[src/hw/sa_pkg.sv]
// Systolic array shared definitions
`default_nettype none

package sa_pkg;

    localparam int ROWS_DEF   = 4;
    localparam int COLS_DEF   = 4;
    localparam int DEPTH_DEF  = 4;
    localparam int DATA_W_DEF = 16;

    // cycles to push every skewed operand through the grid
    function automatic int feed_steps(input int depth, input int rows, input int cols);
        return depth + rows + cols - 2;
    endfunction

    // bits to index n entries, at least one
    function automatic int idx_w(input int n);
        return (n > 1) ? $clog2(n) : 1;
    endfunction

    localparam int FEED_STEPS_DEF = feed_steps(DEPTH_DEF, ROWS_DEF, COLS_DEF);

    typedef enum logic [1:0] {
        MODE_PASS = 2'd0,  // c = a*b
        MODE_ADD  = 2'd1,  // c = a*b + m
        MODE_SUB  = 2'd2   // c = a*b - m
    } adder_mode_e;

    typedef enum logic [1:0] {
        OP_A = 2'd0,
        OP_B = 2'd1,
        OP_M = 2'd2
    } operand_sel_e;

    typedef enum logic [2:0] {
        ST_IDLE  = 3'd0,
        ST_CLEAR = 3'd1,
        ST_FEED  = 3'd2,
        ST_FLUSH = 3'd3,
        ST_DRAIN = 3'd4
    } seq_state_e;

endpackage

`default_nettype wire

[src/hw/sa_ctrl_if.sv]
// Phase control bundle
`timescale 1ns/1ps
`default_nettype none

interface sa_ctrl_if import sa_pkg::*; #(
    parameter int DEPTH = DEPTH_DEF,
    parameter int ROWS  = ROWS_DEF,
    parameter int COLS  = COLS_DEF
);

    logic                                              clear;       // zero accumulators
    logic                                              feed_en;     // skewed feed active
    logic [idx_w(feed_steps(DEPTH, ROWS, COLS))-1:0]   feed_step;
    logic                                              drain_shift; // move results west
    logic [idx_w(COLS)-1:0]                            drain_col;   // column at west edge

    modport ctrl (output clear, feed_en, feed_step, drain_shift, drain_col);
    modport feed (input feed_en, feed_step, drain_col);
    modport grid (input clear, drain_shift);
    modport comb (input clear, drain_shift, drain_col);

endinterface

`default_nettype wire

[src/hw/phase_sequencer.sv]
// Phase sequencer FSM
`timescale 1ns/1ps
`default_nettype none

module phase_sequencer import sa_pkg::*; #(
    parameter int ROWS  = ROWS_DEF,
    parameter int COLS  = COLS_DEF,
    parameter int DEPTH = DEPTH_DEF
) (
    input  logic        clk,
    input  logic        i_rst,
    input  logic        i_start,
    input  adder_mode_e i_mode,
    sa_ctrl_if.ctrl     ctl,
    output adder_mode_e o_mode,
    output logic        o_busy,
    output logic        o_done
);

    localparam int FEED_STEPS = feed_steps(DEPTH, ROWS, COLS);

    seq_state_e state;
    logic       start_ok;
    logic       drain_last;
    logic       done_pend;  // last result leaves the combiner this cycle

    assign start_ok        = (state == ST_IDLE) && i_start && !o_busy;
    assign ctl.clear       = (state == ST_CLEAR);
    assign ctl.feed_en     = (state == ST_FEED);
    assign ctl.drain_shift = (state == ST_DRAIN);
    assign drain_last      = ctl.drain_shift && (ctl.drain_col == COLS - 1);

    always_ff @(posedge clk) begin
        if (i_rst) begin
            state         <= ST_IDLE;
            ctl.feed_step <= '0;
            ctl.drain_col <= '0;
            o_mode        <= MODE_PASS;
        end else begin
            case (state)
                ST_IDLE: begin
                    if (start_ok) begin
                        state  <= ST_CLEAR;
                        o_mode <= i_mode;  // held for the whole job
                    end
                end
                ST_CLEAR: begin
                    state         <= ST_FEED;
                    ctl.feed_step <= '0;
                end
                ST_FEED: begin
                    if (ctl.feed_step == FEED_STEPS - 1) begin
                        state         <= ST_FLUSH;
                        ctl.feed_step <= '0;  // step counter reused for the flush
                    end else begin
                        ctl.feed_step <= ctl.feed_step + 1'b1;
                    end
                end
                ST_FLUSH: begin
                    // two cycles so the far corner PE takes its last product
                    if (ctl.feed_step == 1) begin
                        state         <= ST_DRAIN;
                        ctl.feed_step <= '0;
                        ctl.drain_col <= '0;
                    end else begin
                        ctl.feed_step <= ctl.feed_step + 1'b1;
                    end
                end
                ST_DRAIN: begin
                    if (drain_last) begin
                        state         <= ST_IDLE;
                        ctl.drain_col <= '0;
                    end else begin
                        ctl.drain_col <= ctl.drain_col + 1'b1;
                    end
                end
                default: state <= ST_IDLE;
            endcase
        end
    end

    always_ff @(posedge clk) begin
        if (i_rst) begin
            o_busy    <= 1'b0;
            done_pend <= 1'b0;
            o_done    <= 1'b0;
        end else begin
            done_pend <= drain_last;
            o_done    <= done_pend;
            if (start_ok)
                o_busy <= 1'b1;
            else if (done_pend)
                o_busy <= 1'b0;  // falls together with o_done
        end
    end

    a_done_not_feeding: assert property (@(posedge clk) disable iff (i_rst)
        o_done |-> !ctl.feed_en);

endmodule

`default_nettype wire

[src/flat_wrapper.sv]
// flat-port wrapper written by rule: the top's interface ports become plain ports
module phase_sequencer_flat import sa_pkg::*;
#(
    parameter int ROWS  = ROWS_DEF,
    parameter int COLS  = COLS_DEF,
    parameter int DEPTH = DEPTH_DEF
)
  (clk, i_rst, i_start, i_mode, o_mode, o_busy, o_done, ctl_clear, ctl_feed_en, ctl_feed_step, ctl_drain_shift, ctl_drain_col);
  sa_ctrl_if #(.DEPTH(DEPTH), .ROWS(ROWS), .COLS(COLS)) ctl_i ();
  input  logic clk;
  input  logic i_rst;
  input  logic i_start;
  input  adder_mode_e i_mode;
  output adder_mode_e o_mode;
  output logic o_busy;
  output logic o_done;
  output wire logic [$bits(ctl_i.clear)-1:0] ctl_clear;
  output wire logic [$bits(ctl_i.feed_en)-1:0] ctl_feed_en;
  output wire logic [$bits(ctl_i.feed_step)-1:0] ctl_feed_step;
  output wire logic [$bits(ctl_i.drain_shift)-1:0] ctl_drain_shift;
  output wire logic [$bits(ctl_i.drain_col)-1:0] ctl_drain_col;
  assign ctl_clear = ctl_i.clear;
  assign ctl_feed_en = ctl_i.feed_en;
  assign ctl_feed_step = ctl_i.feed_step;
  assign ctl_drain_shift = ctl_i.drain_shift;
  assign ctl_drain_col = ctl_i.drain_col;
  phase_sequencer #(.ROWS(ROWS), .COLS(COLS), .DEPTH(DEPTH)) u_core (.clk(clk), .i_rst(i_rst), .i_start(i_start), .i_mode(i_mode), .ctl(ctl_i), .o_mode(o_mode), .o_busy(o_busy), .o_done(o_done));
endmodule
[config.mk]
export PLATFORM = sky130hd
export DESIGN_NAME = phase_sequencer_flat
export DESIGN_NICKNAME = d
export VERILOG_FILES = /design/src/hw/sa_pkg.sv /design/src/hw/sa_ctrl_if.sv /design/src/hw/phase_sequencer.sv /design/src/flat_wrapper.sv
export SDC_FILE = /design/constraint.sdc
export NUM_CORES = 1
export LEC_CHECK = 0
export ABC_CLOCK_PERIOD_IN_PS = 1650
export BUFFER_PORTS_ARGS = -buffer_cell sky130_fd_sc_hd__buf_2
export CORE_MARGIN = 2
export CORE_UTILIZATION = 50
export DETAILED_ROUTE_END_ITERATION = 7
export GPL_TIMING_DRIVEN = 0
export MAX_ROUTING_LAYER = met4
export PLACE_DENSITY = 0.83
export SKIP_LAST_GASP = 1
export SLEW_MARGIN = 20
export SYNTH_ARGS = -nofsm -noshare
export SYNTH_HDL_FRONTEND = slang
export SYNTH_SLANG_ARGS = --single-unit
[constraint.sdc]
create_clock -name clk -period 1.65 [get_ports clk]
set_input_delay 0.33 -clock clk [delete_from_list [all_inputs] [get_ports clk]]
set_output_delay 0.33 -clock clk [all_outputs]
set_load 0.01 [all_outputs]
==> impl_metrics.toml, run 1 <==
[cells_and_area]
layout_commonest_cell = "buf_2"
n_antenna_cell = 0
final_util = 0.698
fin_area_sq_um = 920
final_cell_mix = "buf_2 (17), dfxtp_1 (11), buf_4 (7), o21ai_0 (7), a21oi_1 (6)"
multiInputGateArea_sq_um = 408
fillerInstances = 108
nets = 116
ff_latch_area_sq_um = 284
drive_gt1_frac = 0.364
areaGrowthSynthToFinish_pct = 28.5
fin_cells = 122

[routing]
vias = 717
drc = 0
drtAntennaViolNets = 0
dr.pass1.iters = 4
drt_iter0_drc = 32
via_per_inst = 5.88
routedWlPerCell_microns = 14.5
drt-total-wl_microns = 1770

[synthesis]
yosysTopAreaCellShare = 0.392
ys_types = 32
yosysSeqAreaShare = 0.392
synthTopCellsByArea = "dfxtp_1 (39%), ha_1 (5.2%), o21ai_0 (4.9%)"
synth_cells = 80
ys_ff_latch = 14
synthesis.area_sq_um = 716
syn_avg_cell_area_sq_um = 8.95
yosysWarnings = 0
synth_fp_nets = 88
netlist.top_cell.by_area = "dfxtp_1"

[pwr]
ir_drop_uv = 867
p_leak_nw = 0.407
p_switching_mw = 0.525
swShare = 0.385
power.internal_mw = 0.838
p_seq_frac = 0.338
powerDensity_nw_per_um2 = 1480
pwr-share-comb = 0.481
clockPowerShare = 0.181

[sta]
setup_viol = 0
finalHoldViolCount = 0
fmax_ghz = 0.618
drv_slew = 0
setup_ws_ns = 0.0308
worstMarginPinSlew_ns = 0.414
post-route-period-util = 0.981
skew_ns = 0.000927
fin_crit_ns = 1.62
relSlewSlack = 0.724

[die]
rows = 13
start_util = 0.543
die_area_sq_um = 1750
dieHeight_microns = 41.8
io_pins = 18
die_w_microns = 41.8
core_sq_um = 1320

[cts]
clk_latency_ns = 0.28
cts_tree = "yes"
clock-sinks = 14
cts-root-buf = "clkbuf_4"
htreeDepth = 1
path_clk_slew_ns = 0.08
cts_buffer_depth = 2
cts_inserted_buffers = 3

[placement]
place_inst = 112
gp_congestion = 0.850
dpl_worst_slack_ns = 0.0166
place_hpwl_microns = 1290
place_area_sq_um = 820
portBuffers = 17

[worst_hold_path]
hold_depth = 2
hp-start = "i_rst"
holdCritPathClass = "in2reg"

[grt]
grt_max_degree = 11
overflow = 0
track_usage = 0.229
grt_pass1_vias = 666
grt_pass1_wl_microns = 2980
antenna_found_initial = 0

[critical_path]
startpoint = "u_core.state[1]"
crit_path_start_kind = "flop"
crit_type = "reg2out"
cp-end-kind = "output port"
crit_arrival_ns = 1.29
rr_worst_depth = 4
critPathMaxFanout = 6
worstPathRequired_ns = 1.32
rr_startpoint = "u_core.ctl.drain_col[0]"

[status]
status = "completed"

[run]
cap_violations = 0
## what timing repair did
item / CTS / global route
pin swaps: 1 / 1
hold buffers: 0 / 0
gates resized for setup: 4 / 7
setup endpoints to repair: 1 / 3
buffers inserted: 1 / 5
## cells in the mapped netlist
cell / number
a211oi_1: 2
nor3b_1: 3
a31oi_1: 1
o2111ai_1: 2
ha_1: 3
and2b_1: 1
a211o_1: 1
o21ai_0: 7
dfxtp_1: 14
nor2_1: 3
o311ai_0: 2
buf_2: 2
or2_2: 1
nand2b_1: 3
a311oi_1: 1
o32ai_1: 1
nand3_1: 4
or4b_4: 1
xnor2_1: 1
a21oi_1: 6
or3_1: 1
nor2b_1: 3
or2_0: 1
a32o_1: 1
clkbuf_1: 2
o21ba_2: 1
nand3b_1: 1
inv_1: 4
or3b_2: 2
nor3_1: 2
o21a_1: 2
a21boi_1: 1
## metrics by stage
step / hold slack [ns] / setup TNS, ns / total power, mW
after floorplan: 0.402 / 0 / 0.843
after global placement: 0.464 / 0 / 0.979
after detailed placement: 0.467 / 0 / 1.01
after CTS: 0.283 / 0 / 1.28
after global routing: 0.299 / -0.00188 / 1.45
final: 0.294 / 0 / 1.36
## power by group through the flow
stage               Clock (mW)  Combinational (mW)  Sequential (mW)
finish                   0.246               0.656            0.461
global route             0.265               0.713            0.472
CTS                      0.251               0.571            0.458
detailed placement           0               0.548            0.458
global placement             0               0.522            0.457
floorplan                    0               0.378            0.465
## state kept, by name, indices dropped and copies added (netlist names)
register              cells
u_core.ctl.drain_col      2
u_core.ctl.feed_step      4
u_core.done_pend          1
u_core.o_busy             1
u_core.o_done             1
u_core.o_mode             2
u_core.state              3
## worst max-delay path, cell delays in order (launching register included)
cell and delay, ns:
dfxtp_2 0.34, buf_6 0.12, or3b_4 0.36, inv_1 0.06
buf_2 0.12
## area by class of cell
type / instances / share of cell area
clock buffers: 4 / 0.0395
repair buffers: 23 / 0.141
well taps: 15 / 0.0204
plain buffers: 4 / 0.0299
flip-flops and latches: 14 / 0.309
multi-input cells: 58 / 0.444
inverters: 4 / 0.0163
## kinds of logic after synthesis
| logic type | after synthesis | share of synthesized area |
|---|---|---|
| AO/OA/AOI/OAI | 28 | 0.266 |
| XOR/XNOR | 1 | 0.0122 |
| adder cells (fa/ha/maj) | 3 | 0.0525 |
| buffers and inverters | 8 | 0.0455 |
| flip-flops | 14 | 0.392 |
| AND/OR/NAND/NOR | 26 | 0.233 |
## final timing paths
path,end,slack [ns]
worst max-delay path,ctl_drain_shift,0.03
worst min-delay path,u_core.o_done,0.29
worst max register to register,u_core.state[1],0.07
worst min register to register,u_core.o_done,0.48
## routing by layer
metal	track usage	share of wire
met5	-	0
met4	0.0774	0.021
met3	0.0696	0.054
met2	0.366	0.48
met1	0.274	0.44
Note: power is estimated with default switching activity, not from simulation.
==> inputs of run 2 (changes only) <==
Settings changed: CORE_MARGIN 2 to unset, CTS_CLUSTER_SIZE set to 10.
==> impl_metrics.toml, run 2 (synthesis results as in run 1) <==
[cells_and_area]
regMostFlops = "u_core.ctl.feed_step"
fillerInstances = 113
nets = 113
largest_register_ffs = 4
final_cell_mix = "buf_2 (16), dfxtp_1 (13), o21ai_0 (7), a21oi_1 (6)"
layout_commonest_cell = "buf_2"
areaGrowthSynthToFinish_pct = 26.2
largest_registers = "u_core.ctl.feed_step x4, u_core.state x3"
fin_area_sq_um = 903
drive_gt1_frac = 0.337
n_antenna_cell = 0

[grt]
grt-busiest-layer = "met2"
antenna_found_initial = 0
grt_max_degree = 11
gr-usage-met2 = 0.393
grt_pass1_wl_microns = 2530
use_met3 = 0.0852
overflow = 0
globalRouteMet1Util = 0.313
track_usage = 0.252
grt_pass1_vias = 573

[sta]
post-route-period-util = 0.987
setup_viol = 0
skew_ns = 0.00464
fmax_ghz = 0.614
worstMarginPinSlew_ns = 0.435
tns_ns = 0
relSlewSlack = 0.710
finalHoldViolCount = 0
fin_crit_ns = 1.63
rsz0062_at_grt = "true"
setup_ws_ns = 0.0215
drv_slew = 0

[placement]
gp_congestion = 0.889
dpl_worst_slack_ns = 0.128
place_hpwl_microns = 1150
place_area_sq_um = 820
portBuffers = 17

[critical_path]
r2r-end = "u_core.state[1]"
worstPathRequired_ns = 1.32
crit_chain = "buf_6, or3b_4, inv_2, buf_6"
rr_startpoint = "u_core.ctl.drain_col[0]"
crit_arrival_ns = 1.30
slowest_delay_ns = 0.41
crit_type = "reg2out"
rr_worst_depth = 4
cp-end-kind = "output port"
crit_path_start_kind = "flop"
slowest_stage = "or3b_4"
critPathMaxFanout = 8
rrSetupSlack_ns = 0.10
crit_top_cell = "buf_6"

[routing]
routedWlPerCell_microns = 14.1
dr.pass1.iters = 4
drt_iter0_drc = 20
drtAntennaViolNets = 0
via_per_inst = 5.91
drt-total-wl_microns = 1680
vias = 703
drc = 0

[status]
status = "completed"

[run]
cap_violations = 0

[pwr]
p_switching_mw = 0.523
clockPowerShare = 0.179
p_seq_frac = 0.342
powerDensity_nw_per_um2 = 1490
ir_drop_uv = 767
power.internal_mw = 0.823
pwr-share-comb = 0.479
p_total_mw = 1.35
swShare = 0.389
p_leak_nw = 0.395

[die]
die_area_sq_um = 1590
rows = 13
start_util = 0.543
core_sq_um = 1320
io_pins = 18
dieHeight_microns = 39.8
die_w_microns = 39.8

[cts]
cts_tree = "yes"
cts-root-buf = "clkbuf_4"
clock-sinks = 14
cts_buffer_depth = 2
path_clk_slew_ns = 0.08
cts_inserted_buffers = 3
htreeDepth = 1
cts.hold.buffers_added = 0
clk_latency_ns = 0.28

[worst_hold_path]
hold_depth = 3
hp-start = "i_mode[0]"
holdCritPathClass = "in2reg"
holdPathEnd = "u_core.o_mode[0]"
[run 2: power groups by stage]
stage	combinational, mW	sequential, mW	clock [mW]
detailed placement	0.541	0.460	0
finish	0.645	0.460	0.241
floorplan	0.378	0.465	0
CTS	0.588	0.457	0.251
global route	0.701	0.468	0.265
global placement	0.530	0.455	0
[run 2: metal layers]
metal | wire length (microns) | vias up
met4 | 18 | 0
met1 | 769 | 327
met2 | 800 | 26
met3 | 88 | 4
met5 | 0 | -
li1 | - | 346
[run 2: through the flow]
step                      hold slack, ns   util  instances
final                              0.297  0.686        119
after global routing               0.291  0.686        119
after CTS                          0.286  0.663        117
after detailed placement           0.468  0.622        112
after global placement             0.464  0.622        112
after floorplan                    0.402      -         80
[run 2: worst max-delay path by stage]
stage	from	cells after the start	slack [ns]	end
global route	u_core.state[1]	4	-0.02	ctl_drain_shift
CTS	u_core.state[1]	4	0.004	ctl_drain_shift
global placement	u_core.ctl.drain_col[0]	4	0.13	u_core.state[1]
detailed placement	u_core.ctl.drain_col[0]	4	0.13	u_core.state[1]
floorplan	u_core.ctl.drain_col[0]	4	0.17	u_core.state[1]
finish	u_core.state[1]	4	0.02	ctl_drain_shift
[run 2: cell type report]
class	instances	area, sq um	share of cell area
multi-input combinational	58	410	0.454
sequential	14	282	0.312
timing repair buffer	20	114	0.126
clock buffer	4	36.3	0.0402
buffer	4	27.5	0.0305
tap	15	18.8	0.0208
inverter	4	15.0	0.0166
[run 2: worst max-delay path, delay by kind of cell (launching register included)]
kind          cells  cell delay, ns
buf+inv           3            0.28
flops             1            0.33
simple gates      1            0.41
[run 2: repair_timing]
item                       CTS  global route
setup endpoints to repair    1             3
setup buffers                1             2
hold endpoints to repair     0             0
pin swaps                    1             1
resized for setup            4             6
