===== src/hw/sa_pkg.sv =====
// Systolic array shared definitions
`default_nettype none

package sa_pkg;

    localparam int ROWS_DEF   = 4;
    localparam int COLS_DEF   = 4;
    localparam int DEPTH_DEF  = 4;
    localparam int DATA_W_DEF = 16;

    // cycles to push every skewed operand through the grid
    function automatic int feed_steps(input int depth, input int rows, input int cols);
        return depth + rows + cols - 2;
    endfunction

    // bits to index n entries, at least one
    function automatic int idx_w(input int n);
        return (n > 1) ? $clog2(n) : 1;
    endfunction

    localparam int FEED_STEPS_DEF = feed_steps(DEPTH_DEF, ROWS_DEF, COLS_DEF);

    typedef enum logic [1:0] {
        MODE_PASS = 2'd0,  // c = a*b
        MODE_ADD  = 2'd1,  // c = a*b + m
        MODE_SUB  = 2'd2   // c = a*b - m
    } adder_mode_e;

    typedef enum logic [1:0] {
        OP_A = 2'd0,
        OP_B = 2'd1,
        OP_M = 2'd2
    } operand_sel_e;

    typedef enum logic [2:0] {
        ST_IDLE  = 3'd0,
        ST_CLEAR = 3'd1,
        ST_FEED  = 3'd2,
        ST_FLUSH = 3'd3,
        ST_DRAIN = 3'd4
    } seq_state_e;

endpackage

`default_nettype wire


===== src/hw/sa_ctrl_if.sv =====
// Phase control bundle
`timescale 1ns/1ps
`default_nettype none

interface sa_ctrl_if import sa_pkg::*; #(
    parameter int DEPTH = DEPTH_DEF,
    parameter int ROWS  = ROWS_DEF,
    parameter int COLS  = COLS_DEF
);

    logic                                              clear;       // zero accumulators
    logic                                              feed_en;     // skewed feed active
    logic [idx_w(feed_steps(DEPTH, ROWS, COLS))-1:0]   feed_step;
    logic                                              drain_shift; // move results west
    logic [idx_w(COLS)-1:0]                            drain_col;   // column at west edge

    modport ctrl (output clear, feed_en, feed_step, drain_shift, drain_col);
    modport feed (input feed_en, feed_step, drain_col);
    modport grid (input clear, drain_shift);
    modport comb (input clear, drain_shift, drain_col);

endinterface

`default_nettype wire


===== src/hw/operand_store.sv =====
// Operand store and skewed feed
`timescale 1ns/1ps
`default_nettype none

module operand_store import sa_pkg::*; #(
    parameter int ROWS   = ROWS_DEF,
    parameter int COLS   = COLS_DEF,
    parameter int DEPTH  = DEPTH_DEF,
    parameter int DATA_W = DATA_W_DEF
) (
    input  logic                                          clk,
    input  logic                                          i_rst,
    input  logic                                          i_wr_en,
    input  operand_sel_e                                  i_wr_sel,
    input  logic [idx_w(ROWS > DEPTH ? ROWS : DEPTH)-1:0] i_wr_row,
    input  logic [idx_w(COLS > DEPTH ? COLS : DEPTH)-1:0] i_wr_col,
    input  logic [DATA_W-1:0]                             i_wr_data,
    input  logic                                          i_busy,
    sa_ctrl_if.feed                                       ctl,
    output logic [ROWS-1:0][DATA_W-1:0]                   o_west_vec,
    output logic [COLS-1:0][DATA_W-1:0]                   o_south_vec,
    output logic [ROWS-1:0][DATA_W-1:0]                   o_m_col
);

    logic [DATA_W-1:0] a_mem [ROWS][DEPTH];  // a[i][k]
    logic [DATA_W-1:0] b_mem [DEPTH][COLS];  // b[k][j]
    logic [DATA_W-1:0] m_mem [ROWS][COLS];
    logic              wr_in_bounds;

    always_comb begin
        case (i_wr_sel)
            OP_A:    wr_in_bounds = (i_wr_row < ROWS) && (i_wr_col < DEPTH);
            OP_B:    wr_in_bounds = (i_wr_row < DEPTH) && (i_wr_col < COLS);
            OP_M:    wr_in_bounds = (i_wr_row < ROWS) && (i_wr_col < COLS);
            default: wr_in_bounds = 1'b0;
        endcase
    end

    always_ff @(posedge clk) begin
        if (i_wr_en && !i_busy && wr_in_bounds) begin  // writes while busy are dropped
            case (i_wr_sel)
                OP_A:    a_mem[i_wr_row][i_wr_col] <= i_wr_data;
                OP_B:    b_mem[i_wr_row][i_wr_col] <= i_wr_data;
                OP_M:    m_mem[i_wr_row][i_wr_col] <= i_wr_data;
                default: ;
            endcase
        end
    end

    // row i gets a[i][t-i], column j gets b[t-j][j], zero outside the matrix
    always_ff @(posedge clk) begin
        if (i_rst || !ctl.feed_en) begin
            o_west_vec  <= '0;
            o_south_vec <= '0;
        end else begin
            for (int r = 0; r < ROWS; r++) begin
                if (ctl.feed_step >= r && ctl.feed_step < r + DEPTH)
                    o_west_vec[r] <= a_mem[r][ctl.feed_step - r];
                else
                    o_west_vec[r] <= '0;
            end
            for (int c = 0; c < COLS; c++) begin
                if (ctl.feed_step >= c && ctl.feed_step < c + DEPTH)
                    o_south_vec[c] <= b_mem[ctl.feed_step - c][c];
                else
                    o_south_vec[c] <= '0;
            end
        end
    end

    always_comb begin
        for (int r = 0; r < ROWS; r++)
            o_m_col[r] = m_mem[r][ctl.drain_col];  // m column matching the drained results
    end

    a_wr_bounds: assert property (@(posedge clk) disable iff (i_rst)
        (i_wr_en && !i_busy) |-> wr_in_bounds);

endmodule

`default_nettype wire


===== src/flat_wrapper.sv =====
// flat-port wrapper written by rule: the top's interface ports become plain ports
module operand_store_flat import sa_pkg::*;
#(
    parameter int ROWS   = ROWS_DEF,
    parameter int COLS   = COLS_DEF,
    parameter int DEPTH  = DEPTH_DEF,
    parameter int DATA_W = DATA_W_DEF
)
  (clk, i_rst, i_wr_en, i_wr_sel, i_wr_row, i_wr_col, i_wr_data, i_busy, o_west_vec, o_south_vec, o_m_col, ctl_feed_en, ctl_feed_step, ctl_drain_col);
  sa_ctrl_if #(.DEPTH(DEPTH), .ROWS(ROWS), .COLS(COLS)) ctl_i ();
  input  logic clk;
  input  logic i_rst;
  input  logic i_wr_en;
  input  operand_sel_e i_wr_sel;
  input  logic [idx_w(ROWS > DEPTH ? ROWS : DEPTH)-1:0] i_wr_row;
  input  logic [idx_w(COLS > DEPTH ? COLS : DEPTH)-1:0] i_wr_col;
  input  logic [DATA_W-1:0] i_wr_data;
  input  logic i_busy;
  output logic [ROWS-1:0][DATA_W-1:0] o_west_vec;
  output logic [COLS-1:0][DATA_W-1:0] o_south_vec;
  output logic [ROWS-1:0][DATA_W-1:0] o_m_col;
  input wire logic [$bits(ctl_i.feed_en)-1:0] ctl_feed_en;
  input wire logic [$bits(ctl_i.feed_step)-1:0] ctl_feed_step;
  input wire logic [$bits(ctl_i.drain_col)-1:0] ctl_drain_col;
  assign ctl_i.feed_en = ctl_feed_en;
  assign ctl_i.feed_step = ctl_feed_step;
  assign ctl_i.drain_col = ctl_drain_col;
  operand_store #(.ROWS(ROWS), .COLS(COLS), .DEPTH(DEPTH), .DATA_W(DATA_W)) u_core (.clk(clk), .i_rst(i_rst), .i_wr_en(i_wr_en), .i_wr_sel(i_wr_sel), .i_wr_row(i_wr_row), .i_wr_col(i_wr_col), .i_wr_data(i_wr_data), .i_busy(i_busy), .ctl(ctl_i), .o_west_vec(o_west_vec), .o_south_vec(o_south_vec), .o_m_col(o_m_col));
endmodule

===== config.mk =====
export PLATFORM = sky130hd
export DESIGN_NAME = operand_store_flat
export DESIGN_NICKNAME = d
export VERILOG_FILES = /design/src/hw/sa_pkg.sv /design/src/hw/sa_ctrl_if.sv /design/src/hw/operand_store.sv /design/src/flat_wrapper.sv
export SDC_FILE = /design/constraint.sdc
export NUM_CORES = 1
export LEC_CHECK = 0
export BUFFER_PORTS_ARGS = -buffer_cell sky130_fd_sc_hd__buf_2
export CORE_ASPECT_RATIO = 0.75
export CORE_MARGIN = 2
export CORE_UTILIZATION = 50
export CTS_BUF_LIST = sky130_fd_sc_hd__clkbuf_2
export DETAILED_ROUTE_END_ITERATION = 10
export GPL_TIMING_DRIVEN = 0
export PLACE_DENSITY = 0.69
export SLEW_MARGIN = 0
export SYNTH_ARGS = -nofsm -noshare
export SYNTH_HDL_FRONTEND = slang
export SYNTH_SLANG_ARGS = --single-unit

===== constraint.sdc =====
create_clock -name clk -period 2.5 [get_ports clk]
set_input_delay 0.375 -clock clk [delete_from_list [all_inputs] [get_ports clk]]
set_output_delay 0.375 -clock clk [all_outputs]
set_load 0.02 [all_outputs]

==> metrics.txt, run 1 <==
Worst Reg-to-Reg Cells=3; layout cells sized above 1=0.438; top_reg_cell synth=edfxtp_1; setup slack after layout=-0.331 ns; 1st-iter DRT viols=~1400; failing checks=negative setup slack; relative slew slack=0.242; crit path DAT=2.46 ns; Area growth syn-to-layout=16.9%; Die Ht=222 µm; Top Metal Used=met5; critical-path cell list=mux4_2 > buf_6; CTS tree=built; initial antenna violation count=5; critical-path maximum fanout=1; Final Hold Fails=0; largest net degree at the start of global routing=49; Detail Route Antenna Nets=0; die area=0.0652 mm²; drt wl/cell=24.1 µm; worst vdd ir=0.404 mV; Post-Synthesis Cells=around 1400; Clock Pin Slew Worst Setup and Hold Paths=0.12 ns; clk sinks=roughly 900; setup tns final=-16.26 ns; ys async rst share=0; # IOs=about 230; synthesis-stage register bit count=896; Pre-antenna DRT Iters=5; synth warn=0; Worst EP required=about 2.1 ns; worst setup path class=reg2out; RD Place Congestion=approximately 0.75; Post-Synthesis Cell Area=approximately 0.032 mm²; met1 wire length=29100 µm; Post-synth EDFFs=between 700 and 800; Max-Cap Viols=0; Fin Clk Skew=approximately 0.069 ns; Clock Tree Buf Depth=3; status=complete, but fails checks; PD cells=739 mW/mm²; Tmin final=2.83 ns; Hold Slack=0.248 ns; Synthesized Nets=1398; total CTS buffers=200; WL met3=5500 µm; min-delay worst type=in2reg; Final nets=1880; die width=roughly 300 µm; starting density of the core=0.507; fin crit share=1.13; met2 WL post-DR=32600 µm; worst skew pair latency=1.35 ns; Leak=12.9 nW; Setup crit start kind=register; global-route wire length before repair=99800 µm; CTS H-Tree Depth=4; Slew Viols, Final=0; CORE AREA=slightly above 0.06 mm²; global route total overflow=0; Rows=79; Via density=5.38; DR DRC count=0; element type at the critical path end=output pin; Cell Count, Final, Fillers Out=2831; hold depth=5; vias in the first global route=approximately 16000; Routed WL=~70000 µm; Vias=15242; RSZ-0062 raised after global routing=true; Critical path buffers and inverters=1; placed cell count=about 2400; CTS root buffer=clkbuf_2; DP HPWL=39500 µm; Setup Viol. Count Final=64; worst slew pin tran=1.14 ns; Cell variety after synth=27; sequential-to-total area share from yosys stat=0.811; Avg Inst Size Synth=~23 µm²; Crit path depth=2; CP max stage cell=mux4_2; Top delay family on crit path=multiplexers; FMAX=353 MHz; Tot GR Track Use=0.213; IO buf count=222; CP max stage delay=about 0.54 ns
[state kept, by name (all words and copies together) (netlist names)]
| signal | flops |
|---|---|
| u_core.m_mem | 256 |
| u_core.o_south_vec | 64 |
| u_core.a_mem | 256 |
| u_core.o_west_vec | 64 |
| u_core.b_mem | 256 |
[cell families (layout without fill, tap and decap cells)]
kind of cell,after synthesis,count (layout),synth area share
xor gates and xnor gates,1,1,0.000277
other,0,5,0
buffers and inverters,65,719,0.0111
DFF,896,896,0.811
adders and majority gates,3,3,0.00119
AOI/OAI and AO/OA,2,2,0.00119
muxes,192,192,0.137
and+or+nand+nor,203,203,0.0384
[worst min-delay path, cell delays in order]
cell and delay, ns:
dlygate4sd3_1 0.52, buf_2 0.19, nand2_1 0.07, nand3_1 0.21
nor2b_1 0.16
[stage by stage]
| step | utilization | area [µm²] | worst slack [ns] | total power [mW] |
|---|---|---|---|---|
| 2_1_floorplan | - | 31600 | 0.145 | 17.4 |
| 3_3_place_gp | 0.542 | 33700 | -1.37 | 18.0 |
| 3_5_place_dp | 0.548 | 34100 | -0.973 | 18.0 |
| 4_1_cts | 0.592 | 36900 | -0.497 | 27.6 |
| 5_1_grt | 0.593 | 36900 | -0.455 | 28.5 |
| 6_report | 0.593 | 36900 | -0.331 | 27.3 |
[synth_stat cells (all sizes together) (2+ instances only)]
cell type    n  share of area
nand2b       2        0.00040
ha           3         0.0012
nor2        49         0.0058
edfxtp     768           0.73
mux4       192           0.14
inv          3        0.00036
and3        32         0.0063
nor2b       98          0.022
clkbuf      28         0.0033
buf         34         0.0074
dfxtp      128          0.081
nor4bb       2        0.00063
nand3        4        0.00063
nand2       11         0.0013
[final timing paths]
path	slack [ns]	end	start
min	0.25	u_core.o_west_vec[51]	ctl_feed_step[2]
max	-0.33	o_m_col[25]	u_core.m_mem[1][57]
min reg2reg	0.64	u_core.o_west_vec[3]	u_core.a_mem[0][35]
max reg2reg	0.75	u_core.o_south_vec[35]	u_core.b_mem[0][19]
[layer usage]
layer | vias up | global-route usage
met5 | - | 0
met4 | 4 | 0.0750
met3 | 84 | 0.0632
met2 | 600 | 0.324
met1 | 7903 | 0.297
li1 | 6651 | -
[layout make-up]
| class | instances | area (µm²) |
|---|---|---|
| tap | 810 | 1010 |
| clock inverter | 55 | 378 |
| multi-input combinational | 401 | 5780 |
| buffer | 62 | 343 |
| sequential | 896 | 25600 |
| fill | 4559 | 25300 |
| clock buffer | 319 | 1600 |
| antenna | 5 | 12.5 |
| timing repair buffer | 280 | 2180 |
| inverter | 3 | 11.3 |
[power breakdown]
part | switching, mW | total (mW) | internal, mW
registers | 0.0226 | 16.3 | 16.3
logic | 0.867 | 1.46 | 0.596
clock network | 5.56 | 9.54 | 3.98
[cell usage in the layout, fill, tap and decap left out, types with 2 or more instances in the layout]
cell / count
nand3_1: 4
buf_6: 66
dfxtp_1: 127
nor2_2: 44
nor2b_1: 68
inv_1: 3
buf_2: 175
mux4_2: 192
nor2b_2: 30
and3_1: 32
clkbuf_1: 26
ha_1: 3
nor4bb_2: 2
nor2_4: 4
diode_2: 5
buf_8: 20
dlygate4sd3_1: 41
inv_2: 4
edfxtp_1: 768
buf_1: 2
bufinv_16: 6
nand2b_1: 2
clkbuf_2: 321
clkinv_1: 41
buf_4: 10
nand2_1: 11
clkinvlp_4: 2
[what timing repair did]
| action | 4_1_cts | 5_1_grt |
|---|---|---|
| buffers inserted | 0 | 0 |
| resized for setup | 129 | 10 |
| endpoints found under the hold margin | 1647 | 0 |
| endpoints found under the setup margin | 65 | 358 |
| hold buffers | 42 | 0 |
| pin swaps | 0 | 0 |
No activity file was read; power rests on OpenSTA's default activity.
==> run 2, diff against run 1 <==
--- a/config.mk
+++ b/config.mk
@@ -5,14 +5,15 @@
 export SDC_FILE = /design/constraint.sdc
 export NUM_CORES = 1
 export LEC_CHECK = 0
-export BUFFER_PORTS_ARGS = -buffer_cell sky130_fd_sc_hd__buf_2
 export CORE_ASPECT_RATIO = 0.75
 export CORE_MARGIN = 2
 export CORE_UTILIZATION = 50
 export CTS_BUF_LIST = sky130_fd_sc_hd__clkbuf_2
 export DETAILED_ROUTE_END_ITERATION = 10
+export DONT_BUFFER_PORTS = 1
 export GPL_TIMING_DRIVEN = 0
-export PLACE_DENSITY = 0.69
+export MAX_ROUTING_LAYER = met4
+export PLACE_DENSITY = 0.66
 export SLEW_MARGIN = 0
 export SYNTH_ARGS = -nofsm -noshare
 export SYNTH_HDL_FRONTEND = slang
==> metrics.txt, run 2 (synthesis results as in run 1) <==
CORE AREA=between 0.06 and 0.07 mm²; initial antenna violation count=5; fin crit share=1.11; FMAX=359 MHz; largest net degree at the start of global routing=49; min-delay src=ctl_feed_step[1]; Largest regs=u_core.a_mem: 256 flops, u_core.b_mem: 256 flops, u_core.m_mem: 256 flops; die width=between 200 and 300 µm; die area=roughly 0.065 mm²; status=complete, but fails checks; Routed WL=71400 µm; 1st-iter DRT viols=around 1200; starting density of the core=0.507; Via density=5.54; CP max stage delay=between 0.5 and 0.6 ns; # fillers=roughly 4600; Setup crit start kind=register; failing checks=negative setup slack; Reg-to-Reg Start=u_core.b_mem[2][20]; # IOs=~230; drt wl/cell=26.5 µm; IO buf count=0; Critical path buffers and inverters=0; clk sinks=about 900; placed cell count=2210; min-delay worst type=in2reg; Final nets=1743; Vias=14914; Worst EP required=2.12 ns; Detail Route Antenna Nets=0; critical-path maximum fanout=1; most frequent cells in the layout=edfxtp_1, clkbuf_2, mux4_2; r2r setup slk=between 0.7 and 0.8 ns; total CTS buffers=205; Clock Tree Buf Depth=3; worst skew pair latency=1.43 ns; Worst Reg-to-Reg Cells=3; Area growth syn-to-layout=16.4%; global route total overflow=0; total chip power=about 27 mW; Clock Pin Slew Worst Setup and Hold Paths=0.12 ns; Cell Count, Final, Fillers Out=between 2000 and 3000; CTS root buffer=clkbuf_2; Hold Path Sink=u_core.o_south_vec[28]; DP HPWL=40300 µm; crit path DAT=2.41 ns; Leak=12.3 nW; CTS H-Tree Depth=4; Pre-antenna DRT Iters=5; RD Place Congestion=0.732; Setup Viol. Count Final=64; DR DRC count=0; worst setup path class=reg2out; worst vdd ir=between 0.4 and 0.5 mV; CTS tree=built; Top delay family on crit path=multiplexers; PD cells=734 mW/mm²; worst reg2reg endpoint=u_core.o_south_vec[36]; layout cells sized above 1=0.376; RSZ-0062 raised after global routing=true; hold depth=4; Rows=79; vias in the first global route=roughly 16000; Die Ht=222 µm; global-route wire length before repair=between 100000 and 150000 µm; CP max stage cell=mux4_2; postcts setup bufs=0; element type at the critical path end=output pin; Max-Cap Viols=0; worst slew pin tran=1.03 ns; Final Hold Fails=0; critical-path cell list=mux4_2; setup slack after layout=-0.287 ns; Fin Clk Skew=around 0.11 ns; relative slew slack=0.311; most common cell after layout, fill and taps aside=edfxtp_1; Slew Viols, Final=0; Tot GR Track Use=0.233; Tmin final=2.79 ns
==> run 2: metrics by stage <==
step,hold slack (ns),utilization,setup TNS (ns),setup slack [ns],cell area (µm²)
floorplan,0.474,-,0,0.145,31600
global placement,0.479,0.524,-828.48,-1.26,32600
detailed placement,0.478,0.534,-322.55,-0.816,33300
CTS,0.0182,0.590,-28.74,-0.464,36700
global route,0.0358,0.590,-20.82,-0.376,36800
finish,0.0686,0.590,-14.42,-0.287,36800
==> run 2: timing repair <==
action / CTS / global route
resized for setup: 1 / 14
endpoints found under the setup margin: 65 / 231
hold buffers: 101 / 1
pin swaps: 0 / 0
endpoints found under the hold margin: 1664 / 31
==> run 2: how the worst max path moves through the flow <==
stage	startpoint	depth (start not counted)	to
6_report	u_core.m_mem[2][4]	1	o_m_col[36]
3_3_place_gp	i_wr_sel[1]	3	u_core.a_mem[0][55]
4_1_cts	u_core.m_mem[3][55]	1	o_m_col[55]
2_1_floorplan	ctl_feed_step[0]	9	u_core.o_south_vec[16]
5_1_grt	u_core.m_mem[3][55]	1	o_m_col[55]
3_5_place_dp	i_wr_sel[1]	3	u_core.a_mem[3][9]
==> run 2: final cells by class <==
type / instances / area (µm²) / share of cell area
clock inverter: 68 / 343 / 0.00932
multi-input combinational: 401 / 5780 / 0.157
clock buffer: 309 / 1550 / 0.0421
sequential: 896 / 25600 / 0.697
antenna: 7 / 17.5 / 0.000476
tap: 810 / 1010 / 0.0276
inverter: 3 / 11.3 / 0.000306
buffer: 62 / 348 / 0.00946
timing repair buffer: 138 / 2080 / 0.0566
==> run 2: routing by layer <==
metal  GRT usage  share of wire
met5           -              0
met4      0.0834          0.018
met3      0.0795          0.086
met2       0.346           0.48
met1       0.301           0.41
==> run 2: report_power, final <==
| group | internal, mW | switching (mW) | total [mW] | leakage [nW] |
|---|---|---|---|---|
| Combinational | 0.614 | 0.825 | 1.44 | 2.88 |
| Sequential | 16.3 | 0.0860 | 16.4 | 7.94 |
| Clock | 3.53 | 5.64 | 9.18 | 1.44 |
| Total | 20.4 | 6.55 | 27.0 | 12.3 |
