## src/hw/sa_pkg.sv

```systemverilog
// Systolic array shared definitions
`default_nettype none

package sa_pkg;

    localparam int ROWS_DEF   = 4;
    localparam int COLS_DEF   = 4;
    localparam int DEPTH_DEF  = 4;
    localparam int DATA_W_DEF = 16;

    // cycles to push every skewed operand through the grid
    function automatic int feed_steps(input int depth, input int rows, input int cols);
        return depth + rows + cols - 2;
    endfunction

    // bits to index n entries, at least one
    function automatic int idx_w(input int n);
        return (n > 1) ? $clog2(n) : 1;
    endfunction

    localparam int FEED_STEPS_DEF = feed_steps(DEPTH_DEF, ROWS_DEF, COLS_DEF);

    typedef enum logic [1:0] {
        MODE_PASS = 2'd0,  // c = a*b
        MODE_ADD  = 2'd1,  // c = a*b + m
        MODE_SUB  = 2'd2   // c = a*b - m
    } adder_mode_e;

    typedef enum logic [1:0] {
        OP_A = 2'd0,
        OP_B = 2'd1,
        OP_M = 2'd2
    } operand_sel_e;

    typedef enum logic [2:0] {
        ST_IDLE  = 3'd0,
        ST_CLEAR = 3'd1,
        ST_FEED  = 3'd2,
        ST_FLUSH = 3'd3,
        ST_DRAIN = 3'd4
    } seq_state_e;

endpackage

`default_nettype wire

```

## src/hw/sa_ctrl_if.sv

```systemverilog
// Phase control bundle
`timescale 1ns/1ps
`default_nettype none

interface sa_ctrl_if import sa_pkg::*; #(
    parameter int DEPTH = DEPTH_DEF,
    parameter int ROWS  = ROWS_DEF,
    parameter int COLS  = COLS_DEF
);

    logic                                              clear;       // zero accumulators
    logic                                              feed_en;     // skewed feed active
    logic [idx_w(feed_steps(DEPTH, ROWS, COLS))-1:0]   feed_step;
    logic                                              drain_shift; // move results west
    logic [idx_w(COLS)-1:0]                            drain_col;   // column at west edge

    modport ctrl (output clear, feed_en, feed_step, drain_shift, drain_col);
    modport feed (input feed_en, feed_step, drain_col);
    modport grid (input clear, drain_shift);
    modport comb (input clear, drain_shift, drain_col);

endinterface

`default_nettype wire

```

## src/hw/row_combiner.sv

```systemverilog
// Row result combiner
`timescale 1ns/1ps
`default_nettype none

module row_combiner import sa_pkg::*; #(
    parameter int ROWS   = ROWS_DEF,
    parameter int COLS   = COLS_DEF,
    parameter int DATA_W = DATA_W_DEF
) (
    input  logic                        clk,
    input  logic                        i_rst,
    sa_ctrl_if.comb                     ctl,
    input  adder_mode_e                 i_mode,
    input  logic [ROWS-1:0][DATA_W-1:0] i_acc_col,
    input  logic [ROWS-1:0][DATA_W-1:0] i_m_col,
    output logic                        o_res_valid,
    output logic [idx_w(COLS)-1:0]      o_res_col,
    output logic [ROWS-1:0][DATA_W-1:0] o_res_data
);

    logic [ROWS-1:0][DATA_W-1:0] comb_val;

    always_comb begin
        for (int r = 0; r < ROWS; r++) begin
            case (i_mode)
                MODE_ADD: comb_val[r] = i_acc_col[r] + i_m_col[r];
                MODE_SUB: comb_val[r] = i_acc_col[r] - i_m_col[r];  // wraps below zero
                default:  comb_val[r] = i_acc_col[r];
            endcase
        end
    end

    always_ff @(posedge clk) begin
        if (i_rst)
            o_res_valid <= 1'b0;
        else
            o_res_valid <= ctl.drain_shift;
    end

    always_ff @(posedge clk) begin
        if (ctl.clear) begin
            o_res_data <= '0;  // drop the previous job's last column
            o_res_col  <= '0;
        end else if (ctl.drain_shift) begin
            o_res_data <= comb_val;
            o_res_col  <= ctl.drain_col;
        end
    end

    a_mode_legal: assert property (@(posedge clk) disable iff (i_rst)
        ctl.drain_shift |-> (i_mode inside {MODE_PASS, MODE_ADD, MODE_SUB}));

endmodule

`default_nettype wire

```

## src/flat_wrapper.sv

```systemverilog
// flat-port wrapper written by rule: the top's interface ports become plain ports
module row_combiner_flat import sa_pkg::*;
#(
    parameter int ROWS   = ROWS_DEF,
    parameter int COLS   = COLS_DEF,
    parameter int DATA_W = DATA_W_DEF
)
  (clk, i_rst, i_mode, i_acc_col, i_m_col, o_res_valid, o_res_col, o_res_data, ctl_clear, ctl_drain_shift, ctl_drain_col);
  sa_ctrl_if #(.ROWS(ROWS), .COLS(COLS)) ctl_i ();
  input  logic clk;
  input  logic i_rst;
  input  adder_mode_e i_mode;
  input  logic [ROWS-1:0][DATA_W-1:0] i_acc_col;
  input  logic [ROWS-1:0][DATA_W-1:0] i_m_col;
  output logic o_res_valid;
  output logic [idx_w(COLS)-1:0] o_res_col;
  output logic [ROWS-1:0][DATA_W-1:0] o_res_data;
  input wire logic [$bits(ctl_i.clear)-1:0] ctl_clear;
  input wire logic [$bits(ctl_i.drain_shift)-1:0] ctl_drain_shift;
  input wire logic [$bits(ctl_i.drain_col)-1:0] ctl_drain_col;
  assign ctl_i.clear = ctl_clear;
  assign ctl_i.drain_shift = ctl_drain_shift;
  assign ctl_i.drain_col = ctl_drain_col;
  row_combiner #(.ROWS(ROWS), .COLS(COLS), .DATA_W(DATA_W)) u_core (.clk(clk), .i_rst(i_rst), .ctl(ctl_i), .i_mode(i_mode), .i_acc_col(i_acc_col), .i_m_col(i_m_col), .o_res_valid(o_res_valid), .o_res_col(o_res_col), .o_res_data(o_res_data));
endmodule
```

## config.mk

```make
export PLATFORM = sky130hd
export DESIGN_NAME = row_combiner_flat
export DESIGN_NICKNAME = d
export VERILOG_FILES = /design/src/hw/sa_pkg.sv /design/src/hw/sa_ctrl_if.sv /design/src/hw/row_combiner.sv /design/src/flat_wrapper.sv
export SDC_FILE = /design/constraint.sdc
export NUM_CORES = 1
export LEC_CHECK = 0
export BUFFER_PORTS_ARGS = -buffer_cell sky130_fd_sc_hd__buf_4
export CAP_MARGIN = 20
export CORE_MARGIN = 2
export CORE_UTILIZATION = 47
export CTS_BUF_LIST = sky130_fd_sc_hd__clkbuf_8
export CTS_CLUSTER_DIAMETER = 150
export DETAILED_ROUTE_END_ITERATION = 6
export GPL_ROUTABILITY_DRIVEN = 0
export MAX_ROUTING_LAYER = met4
export PLACE_DENSITY = 0.88
export SYNTH_ARGS = -nofsm -noshare
export SYNTH_HDL_FRONTEND = slang
export SYNTH_SLANG_ARGS = --single-unit
```

## constraint.sdc

```tcl
create_clock -name clk -period 3.3 [get_ports clk]
set_input_delay 0.33 -clock clk [delete_from_list [all_inputs] [get_ports clk]]
set_output_delay 0.33 -clock clk [all_outputs]
set_load 0.05 [all_outputs]
```

==> results of run 1 <==
==> sequential cells by signal (all words and copies together) (netlist names) <==
name	count
u_core.o_res_col	2
u_core.o_res_data	64
u_core.o_res_valid	1
==> area by class of cell <==
class / count / share of cell area
multi-input cells: 726 / 0.571
repair buffers: 256 / 0.220
inverters: 36 / 0.0152
flip-flops and latches: 67 / 0.151
clock inverters: 7 / 0.00351
well taps: 180 / 0.0253
clock buffers: 9 / 0.0139
==> cell usage after synthesis (all sizes together) (5+ instances only) <==
cell    number  share of area
a31oi       14          0.013
nor4         5         0.0047
a21o        20          0.022
buf          6         0.0034
clkbuf      35          0.020
ha          65           0.12
inv         36          0.020
nand2b      16          0.015
nor3        25          0.019
a211oi      27          0.030
a21oi       68          0.051
dfxtp       67           0.20
and3         5         0.0047
or3         13          0.012
a311oi       5         0.0065
nor2b       10         0.0093
nand2       45          0.025
nand3        6         0.0045
o21ai       50          0.038
a22oi        6         0.0067
nor2       114          0.064
mux2i       34          0.051
xor2        21          0.027
o22ai        8         0.0075
o21bai       5         0.0056
o211ai      22          0.025
o21a         7         0.0078
xnor2       82           0.11
nor3b        5         0.0071
==> per-layer routing <==
| layer | global-route usage | up-vias | wire length (µm) | share of wire |
|---|---|---|---|---|
| li1 | - | 3598 | - | - |
| met1 | 0.325 | 3453 | 8700 | 0.42 |
| met2 | 0.486 | 265 | 10400 | 0.50 |
| met3 | 0.0646 | 31 | 1340 | 0.064 |
| met4 | 0.0874 | 0 | 394 | 0.019 |
| met5 | - | - | 0 | 0 |
==> worst max-delay path: stages <==
cell	delay [ns]
buf_4	0.11
or3_1	0.42
nor3b_1	0.27
buf_4	0.17
a21oi_1	0.07
xnor2_1	0.23
ha_1	0.29
and3_1	0.18
nor2b_1	0.15
nor3_1	0.24
buf_4	0.17
nand2_1	0.05
o221ai_1	0.19
xnor2_1	0.14
mux2i_1	0.11
a211oi_1	0.23
==> power groups by stage <==
| stage | clock network [mW] | registers, mW | logic, mW |
|---|---|---|---|
| global placement | 0 | 0.959 | 1.89 |
| finish | 0.612 | 0.944 | 1.96 |
| CTS | 0.631 | 0.944 | 1.95 |
| global route | 0.663 | 0.952 | 2.13 |
| floorplan | 0 | 1.25 | 1.03 |
| detailed placement | 0 | 0.962 | 1.93 |
==> cell families after synthesis <==
kind of cell,after synthesis
compound gates,256
xor+xnor,103
fa+ha+maj,69
buf+inv,77
flops,67
mux,35
simple gates,263
==> path summary, 6_finish.rpt <==
| kind | slack [ns] | endpoint | from |
|---|---|---|---|
| worst max-delay path | 0.21 | u_core.o_res_data[45]$_SDFFE_PP0P_ | i_m_col[37] |
| worst min-delay path | 0.12 | u_core.o_res_valid$_SDFF_PP0_ | i_rst |
| worst max register to register | 2.47 | u_core.o_res_data[26]$_SDFFE_PP0P_ | u_core.o_res_data[26]$_SDFFE_PP0P_ |
| worst min register to register | 0.49 | u_core.o_res_data[25]$_SDFFE_PP0P_ | u_core.o_res_data[25]$_SDFFE_PP0P_ |
==> metrics by stage <==
step           utilization  setup slack, ns
2_1_floorplan            -           0.0316
3_3_place_gp         0.630          -0.0437
3_5_place_dp         0.630          -0.0735
4_1_cts              0.641            0.290
5_1_grt              0.641           0.0319
6_report             0.641            0.214
==> cell usage in the layout, fill, tap and decap left out, types with 5 or more instances in the layout <==
| cell | count |
|---|---|
| buf_4 | 253 |
| nor2_1 | 114 |
| xnor2_1 | 82 |
| a21oi_1 | 67 |
| dfxtp_1 | 67 |
| ha_1 | 64 |
| o21ai_0 | 47 |
| nand2_1 | 45 |
| inv_1 | 41 |
| mux2i_1 | 34 |
| a211oi_1 | 27 |
| nor3_1 | 24 |
| o211ai_1 | 22 |
| xor2_1 | 21 |
| a21o_1 | 20 |
| nand2b_1 | 16 |
| a31oi_1 | 14 |
| or3_1 | 13 |
| nor2b_1 | 10 |
| clkbuf_8 | 9 |
| o22ai_1 | 8 |
| o21a_1 | 7 |
| a22oi_1 | 6 |
| nand3_1 | 6 |
| nor4_1 | 5 |
| o21bai_1 | 5 |
| a311oi_1 | 5 |
| and3_1 | 5 |
==> impl_metrics.toml, run 1 <==
[timing]
worst_pin_slew_ns = 1.13
setup_viol = 0
period_needed_ns = 3.09
post-route-period-util = 0.935
hold_slack_ns = 0.117
fmax_ghz = 0.324
rsz0062_at_grt = "false"
drv_slew = 0
tns_ns = 0
skew_ns = 0
slew_headroom = 0.245
hold_viol = 0

[worst_setup_path]
required_ns = 3.57
crit_type = "input pin to flip-flop"
crit_path_start_kind = "input pin"
end_kind = "flip-flop"
cp_max_fo = 3
reg2reg_depth = 2
crit_arrival_ns = 3.36

[synthesis]
yosys_warnings = 0
synth_compound_area_frac = 0.248
netlist_area_um2 = 6700
post_synth_num_cell_types = 63
ys.flop_type = "dfxtp_1"
yosys_register_bits = 67
synth_top_family_by_area = "compound AO/OA/AOI/OAI gates"
synthArstFlopShare = 0
synth_simple_gate_area_frac = 0.189
synth_edf_count = 0
synthAdderAreaFrac = 0.133
synth.yosys.seq_area_share = 0.200
syn_nets = 1075
synth_mux_area_frac = 0.0524
synth_xor_xnor_area_share = 0.135
syn_area_per_cell_um2 = 7.71
synthCells = 870

[outcome]
outcome = "finished, final reports clean"

[die]
initial_core_util = 0.483
fp-row-count = 43
die_h_um = 123
io_pins = 203
die_x_um = 123
core_area_um2 = 13900
die_area_um2 = 15200

[power]
power.switching_mw = 1.52
p_clk_frac = 0.174
power_mw = 3.51
seqPwrFrac = 0.269
switching_share = 0.432
combinationalPowerShare = 0.557
p_per_area_nw_per_um2 = 395
vdd_drop_max_uv = 214
p_int_mw = 2.00
leakagePower_nw = 4.09

[clocking]
root_buffer = "clkbuf_8"
htreeDepth = 3
clk_pin_slew_worst_paths_ns = 0.08
postCtsSetupRepairBufs = 0
postCtsHoldBufs = 0
cts_tree = "built"
clock_path_buffers = 2
clkSinkCount = 67
numCtsBuffers = 9
cts_resized = 0
clk_latency_ns = 0.36

[global_route]
grt_max_degree = 102
grt_pass1_vias = 7020
grtUsageTotal = 0.282
antenna_found_initial = 0
grt_first_pass_wirelength_um = 33200
grt.overflow.total = 0

[placed_design]
place_inst = 1265
port_buffers = 202
dpl_cell_area_um2 = 8750
hpwl_um = 16100

[route]
route.detailed.drc = 0
wl_per_cell_um = 16.3
vias_per_cell = 5.74
ant_nets = 0
drt_iter0_drc = 501
drtPass1Iterations = 5
wirelength_um = 20800
vias = 7347

[finish]
seq_area_um2 = 1340
fin_nets = 1301
syn2layout_area_growth_pct = 32.8
instances_no_fill = 1281
fin_area_um2 = 8900
num_antenna_cells = 0
multiInputGateArea_um2 = 5090
nFillCells = 1208
final_layout_size_suffix_gt1_frac = 0.252

[run]
cap_violations = 0

[hold_path]
hold_class = "input pin to flip-flop"
holdPathStages = 2
Note: power is estimated with default switching activity, not from simulation.
==> run 2, diff against run 1 <==
--- a/config.mk
+++ b/config.mk
@@ -8,13 +8,13 @@
 export BUFFER_PORTS_ARGS = -buffer_cell sky130_fd_sc_hd__buf_4
 export CAP_MARGIN = 20
 export CORE_MARGIN = 2
-export CORE_UTILIZATION = 47
+export CORE_UTILIZATION = 45
 export CTS_BUF_LIST = sky130_fd_sc_hd__clkbuf_8
 export CTS_CLUSTER_DIAMETER = 150
 export DETAILED_ROUTE_END_ITERATION = 6
 export GPL_ROUTABILITY_DRIVEN = 0
 export MAX_ROUTING_LAYER = met4
-export PLACE_DENSITY = 0.88
+export PLACE_DENSITY = 0.82
 export SYNTH_ARGS = -nofsm -noshare
 export SYNTH_HDL_FRONTEND = slang
 export SYNTH_SLANG_ARGS = --single-unit
==> constraint.sdc (replaced) <==
create_clock -name clk -period 3.1 [get_ports clk]
set_input_delay 0.31 -clock clk [delete_from_list [all_inputs] [get_ports clk]]
set_output_delay 0.31 -clock clk [all_outputs]
set_load 0.05 [all_outputs]
==> impl_metrics.toml, run 2 (synthesized netlist as in run 1, its figures left out) <==
[clocking]
cts_tree = "built"
clk_pin_slew_worst_paths_ns = 0.07
root_buffer = "clkbuf_8"
clk_latency_ns = 0.34
htreeDepth = 3
numCtsBuffers = 9
clock_path_buffers = 2
clkSinkCount = 67
postCtsSetupRepairBufs = 0

[timing]
worst_pin_slew_ns = 0.896
setup_ws_ns = 0.170
post-route-period-util = 0.945
skew_ns = 0
setup_viol = 0
hold_viol = 0
drv_slew = 0
tns_ns = 0
period_needed_ns = 2.93
fmax_ghz = 0.341
rsz0062_at_grt = "false"
slew_headroom = 0.400

[finish]
num_antenna_cells = 0
largestRegisters = "u_core.o_res_data x64, u_core.o_res_col x2, u_core.o_res_valid x1"
final_common_cell = "buf_4"
fin_nets = 1340
top_register = "u_core.o_res_data"
layout_common_cells = "buf_4 (295), nor2_1 (114), xnor2_1 (82)"
syn2layout_area_growth_pct = 37.1
instances_no_fill = 1322
largest_reg_flops = 64
final_layout_size_suffix_gt1_frac = 0.287
nFillCells = 1251

[die]
initial_core_util = 0.461
fp-row-count = 44
die_area_um2 = 15900
core_area_um2 = 14500
die_h_um = 126
io_pins = 203
die_x_um = 126

[power]
leakagePower_nw = 4.27
power_mw = 3.79
vdd_drop_max_uv = 303
p_per_area_nw_per_um2 = 412

[route]
drt_iter0_drc = 505
vias_per_cell = 5.58
vias = 7383
drtPass1Iterations = 5
route.detailed.drc = 0
wirelength_um = 20800
wl_per_cell_um = 15.7
ant_nets = 0

[worst_setup_path]
crit_path_start_kind = "input pin"
cp_max_fo = 4
crit_arrival_ns = 3.19
required_ns = 3.36
crit_type = "input pin to flip-flop"
end_kind = "flip-flop"

[hold_path]
hold_class = "input pin to flip-flop"

[global_route]
grt.overflow.total = 0
grt_first_pass_wirelength_um = 33100
grt_max_degree = 70
grtUsageTotal = 0.259
antenna_found_initial = 0
grt_pass1_vias = 7024

[run]
cap_violations = 0

[placed_design]
hpwl_um = 16100
place_inst = 1308
dp_slack_ns = -0.249
port_buffers = 202

[outcome]
outcome = "finished, final reports clean"
==> run 2: critical path, cell delays in order <==
cell	delay [ns]
buf_4	0.11
or3_1	0.42
nor3b_2	0.24
a21oi_1	0.12
xnor2_1	0.19
ha_1	0.28
buf_4	0.15
a21oi_1	0.13
nor2b_1	0.09
nor3_1	0.18
buf_4	0.16
nand3b_1	0.07
o221ai_1	0.21
xnor2_1	0.12
or3_1	0.31
o211ai_1	0.09
==> run 2: what timing repair did <==
item | in CTS | in global routing
gates resized for setup | 0 | 3
setup endpoints to repair | 0 | 4
hold buffers | 0 | 0
==> run 2: stage by stage <==
| stage | hold WS, ns | area [µm²] | util |
|---|---|---|---|
| after floorplan | 0.377 | 6750 | - |
| after global placement | 0.451 | 9030 | 0.621 |
| after detailed placement | 0.462 | 9030 | 0.621 |
| after CTS | 0.0823 | 9180 | 0.631 |
| after global routing | 0.0749 | 9190 | 0.632 |
| final | 0.107 | 9190 | 0.632 |
==> run 2: layer usage <==
layer	vias to the layer above	part of all wire	GRT usage
met2	221	0.49	0.444
met4	0	0.021	0.0847
met1	3452	0.43	0.309
met5	-	0	-
li1	3674	-	-
met3	36	0.054	0.0425
==> run 2: cell type report <==
class | instances | area (µm²) | share of cell area
clock inverter | 5 | 23.8 | 0.00259
tap | 184 | 230 | 0.0250
sequential | 67 | 1340 | 0.146
multi-input combinational | 726 | 5120 | 0.557
timing repair buffer | 295 | 2210 | 0.241
clock buffer | 9 | 124 | 0.0135
inverter | 36 | 135 | 0.0147
==> run 2: report_power, final <==
group / internal (mW) / switching [mW] / total (mW)
Sequential: 0.952 / 0.0508 / 1.00
Combinational: 0.950 / 1.20 / 2.15
Clock: 0.273 / 0.359 / 0.633
Total: 2.17 / 1.61 / 3.79
==> run 2: final timing paths <==
| kind | slack, ns | to | start | depth (start not counted) |
|---|---|---|---|---|
| hold reg to reg | 0.48 | u_core.o_res_data[10]$_SDFFE_PP0P_ | u_core.o_res_data[10]$_SDFFE_PP0P_ | 2 |
| hold / removal | 0.11 | u_core.o_res_valid$_SDFF_PP0_ | i_rst | 2 |
| setup reg to reg | 2.27 | u_core.o_res_data[26]$_SDFFE_PP0P_ | u_core.o_res_data[26]$_SDFFE_PP0P_ | 2 |
| setup / recovery | 0.17 | u_core.o_res_data[47]$_SDFFE_PP0P_ | i_m_col[37] | 16 |
==> run 3, diff against run 2 <==
--- a/config.mk
+++ b/config.mk
@@ -15,6 +15,7 @@
 export GPL_ROUTABILITY_DRIVEN = 0
 export MAX_ROUTING_LAYER = met4
 export PLACE_DENSITY = 0.82
+export RECOVER_POWER = 25
 export SYNTH_ARGS = -nofsm -noshare
 export SYNTH_HDL_FRONTEND = slang
 export SYNTH_SLANG_ARGS = --single-unit
==> impl_metrics.toml, run 3 (synthesized netlist as in run 1, its figures left out) <==
[worst_setup_path]
crit_type = "input pin to flip-flop"
required_ns = 3.36
cp_max_fo = 4
crit_path_start_kind = "input pin"
cp_num_buf_inv = 3
end_kind = "flip-flop"
path_delay_family = "simple AND/OR/NAND/NOR gates"
slowest_stage = "or3_1"
path_cells = "buf_4 -> or3_1 -> nor3b_2 -> a21oi_1 -> xnor2_1 -> ha_1 -> buf_4 -> a21oi_1 -> nor2b_1 -> nor3_1 -> buf_4 -> nand3b_1 -> o221ai_1 -> xnor2_1 -> or3_1 -> o211ai_1"
crit_arrival_ns = 3.20
max_stage_delay_ns = 0.42
path_common_cell = "buf_4"

[timing]
slew_headroom = 0.390
skew_ns = 0
fmax_ghz = 0.341
setup_viol = 0
rsz0062_at_grt = "false"
hold_viol = 0
post-route-period-util = 0.947
worst_pin_slew_ns = 0.912
drv_slew = 0
period_needed_ns = 2.93
setup_ws_ns = 0.165

[route]
wirelength_um = 20700
vias = 7379
drt_iter0_drc = 495
drtPass1Iterations = 5
vias_per_cell = 5.58
wl_per_cell_um = 15.7
ant_nets = 0
route.detailed.drc = 0

[die]
core_area_um2 = 14500
io_pins = 203
initial_core_util = 0.461
die_x_um = 126
die_area_um2 = 15900
fp-row-count = 44
die_h_um = 126

[finish]
multiInputGateArea_um2 = 5120
num_antenna_cells = 0
final_layout_size_suffix_gt1_frac = 0.260
largest_reg_flops = 64
largestRegisters = "u_core.o_res_data x64, u_core.o_res_col x2, u_core.o_res_valid x1"
layout_common_cells = "buf_4 (264), nor2_1 (114), xnor2_1 (82)"
fin_area_um2 = 9070
top_register = "u_core.o_res_data"
final_common_cell = "buf_4"
seq_area_um2 = 1340
post-route-util = 0.624
syn2layout_area_growth_pct = 35.4
fin_nets = 1340
nFillCells = 1292

[global_route]
grtUsageTotal = 0.259
grt.overflow.total = 0
grt_first_pass_wirelength_um = 33100
grt_max_degree = 70
antenna_found_initial = 0
grt_pass1_vias = 7024

[placed_design]
dp_slack_ns = -0.249
port_buffers = 202
hpwl_um = 16100
dpl_cell_area_um2 = 9030

[clocking]
root_buffer = "clkbuf_8"
cts_tree = "built"
cts_resized = 0
clock_path_buffers = 2
postCtsHoldBufs = 0
postCtsSetupRepairBufs = 0
clkSinkCount = 67
numCtsBuffers = 9
clk_pin_slew_worst_paths_ns = 0.07
htreeDepth = 3
clk_latency_ns = 0.34

[power]
vdd_drop_max_uv = 296
p_per_area_nw_per_um2 = 413
leakagePower_nw = 4.14

[run]
cap_violations = 0

[hold_path]
hold_class = "input pin to flip-flop"

[outcome]
outcome = "finished, final reports clean"
[run 3: cell types whose count changed in the layout (fill, tap and decap cells not counted), sizes merged]
cell    delta
clkbuf    +31
buf       -31
[run 3: power breakdown]
| part | leakage (nW) | internal [mW] | switching, mW | total, mW |
|---|---|---|---|---|
| Clock | 0.0857 | 0.273 | 0.359 | 0.632 |
| Sequential | 0.556 | 0.952 | 0.0501 | 1.00 |
| Combinational | 3.50 | 0.914 | 1.20 | 2.11 |
[run 3: metrics by stage]
stage	total power, mW	cells	hold WS [ns]	TNS [ns]
2_1_floorplan	2.43	870	0.377	-0.00683
3_3_place_gp	3.10	1308	0.451	-0.826
3_5_place_dp	3.15	1308	0.462	-2.10
4_1_cts	3.80	1322	0.0823	0
5_1_grt	4.01	1322	0.0749	0
6_report	3.75	1322	0.107	0
[run 3: worst paths after layout]
kind,start,end,slack [ns],cells after the start
max,i_m_col[37],u_core.o_res_data[47]$_SDFFE_PP0P_,0.17,16
min,i_rst,u_core.o_res_valid$_SDFF_PP0_,0.11,2
max reg2reg,u_core.o_res_data[26]$_SDFFE_PP0P_,u_core.o_res_data[26]$_SDFFE_PP0P_,2.27,2
min reg2reg,u_core.o_res_data[10]$_SDFFE_PP0P_,u_core.o_res_data[10]$_SDFFE_PP0P_,0.48,2
[run 3: cell type report]
cell class	instances	share of cell area
clock buffers	9	0.0136
flip-flops and latches	67	0.148
inverters	36	0.0149
multi-input cells	726	0.564
clock inverters	5	0.00262
repair buffers	295	0.231
well taps	184	0.0254
[run 3: routing by layer]
metal	vias up	GRT usage	routed length [µm]
li1	3676	-	-
met1	3452	0.309	9080
met2	214	0.444	10200
met3	37	0.0425	1020
met4	0	0.0847	401
met5	-	-	0
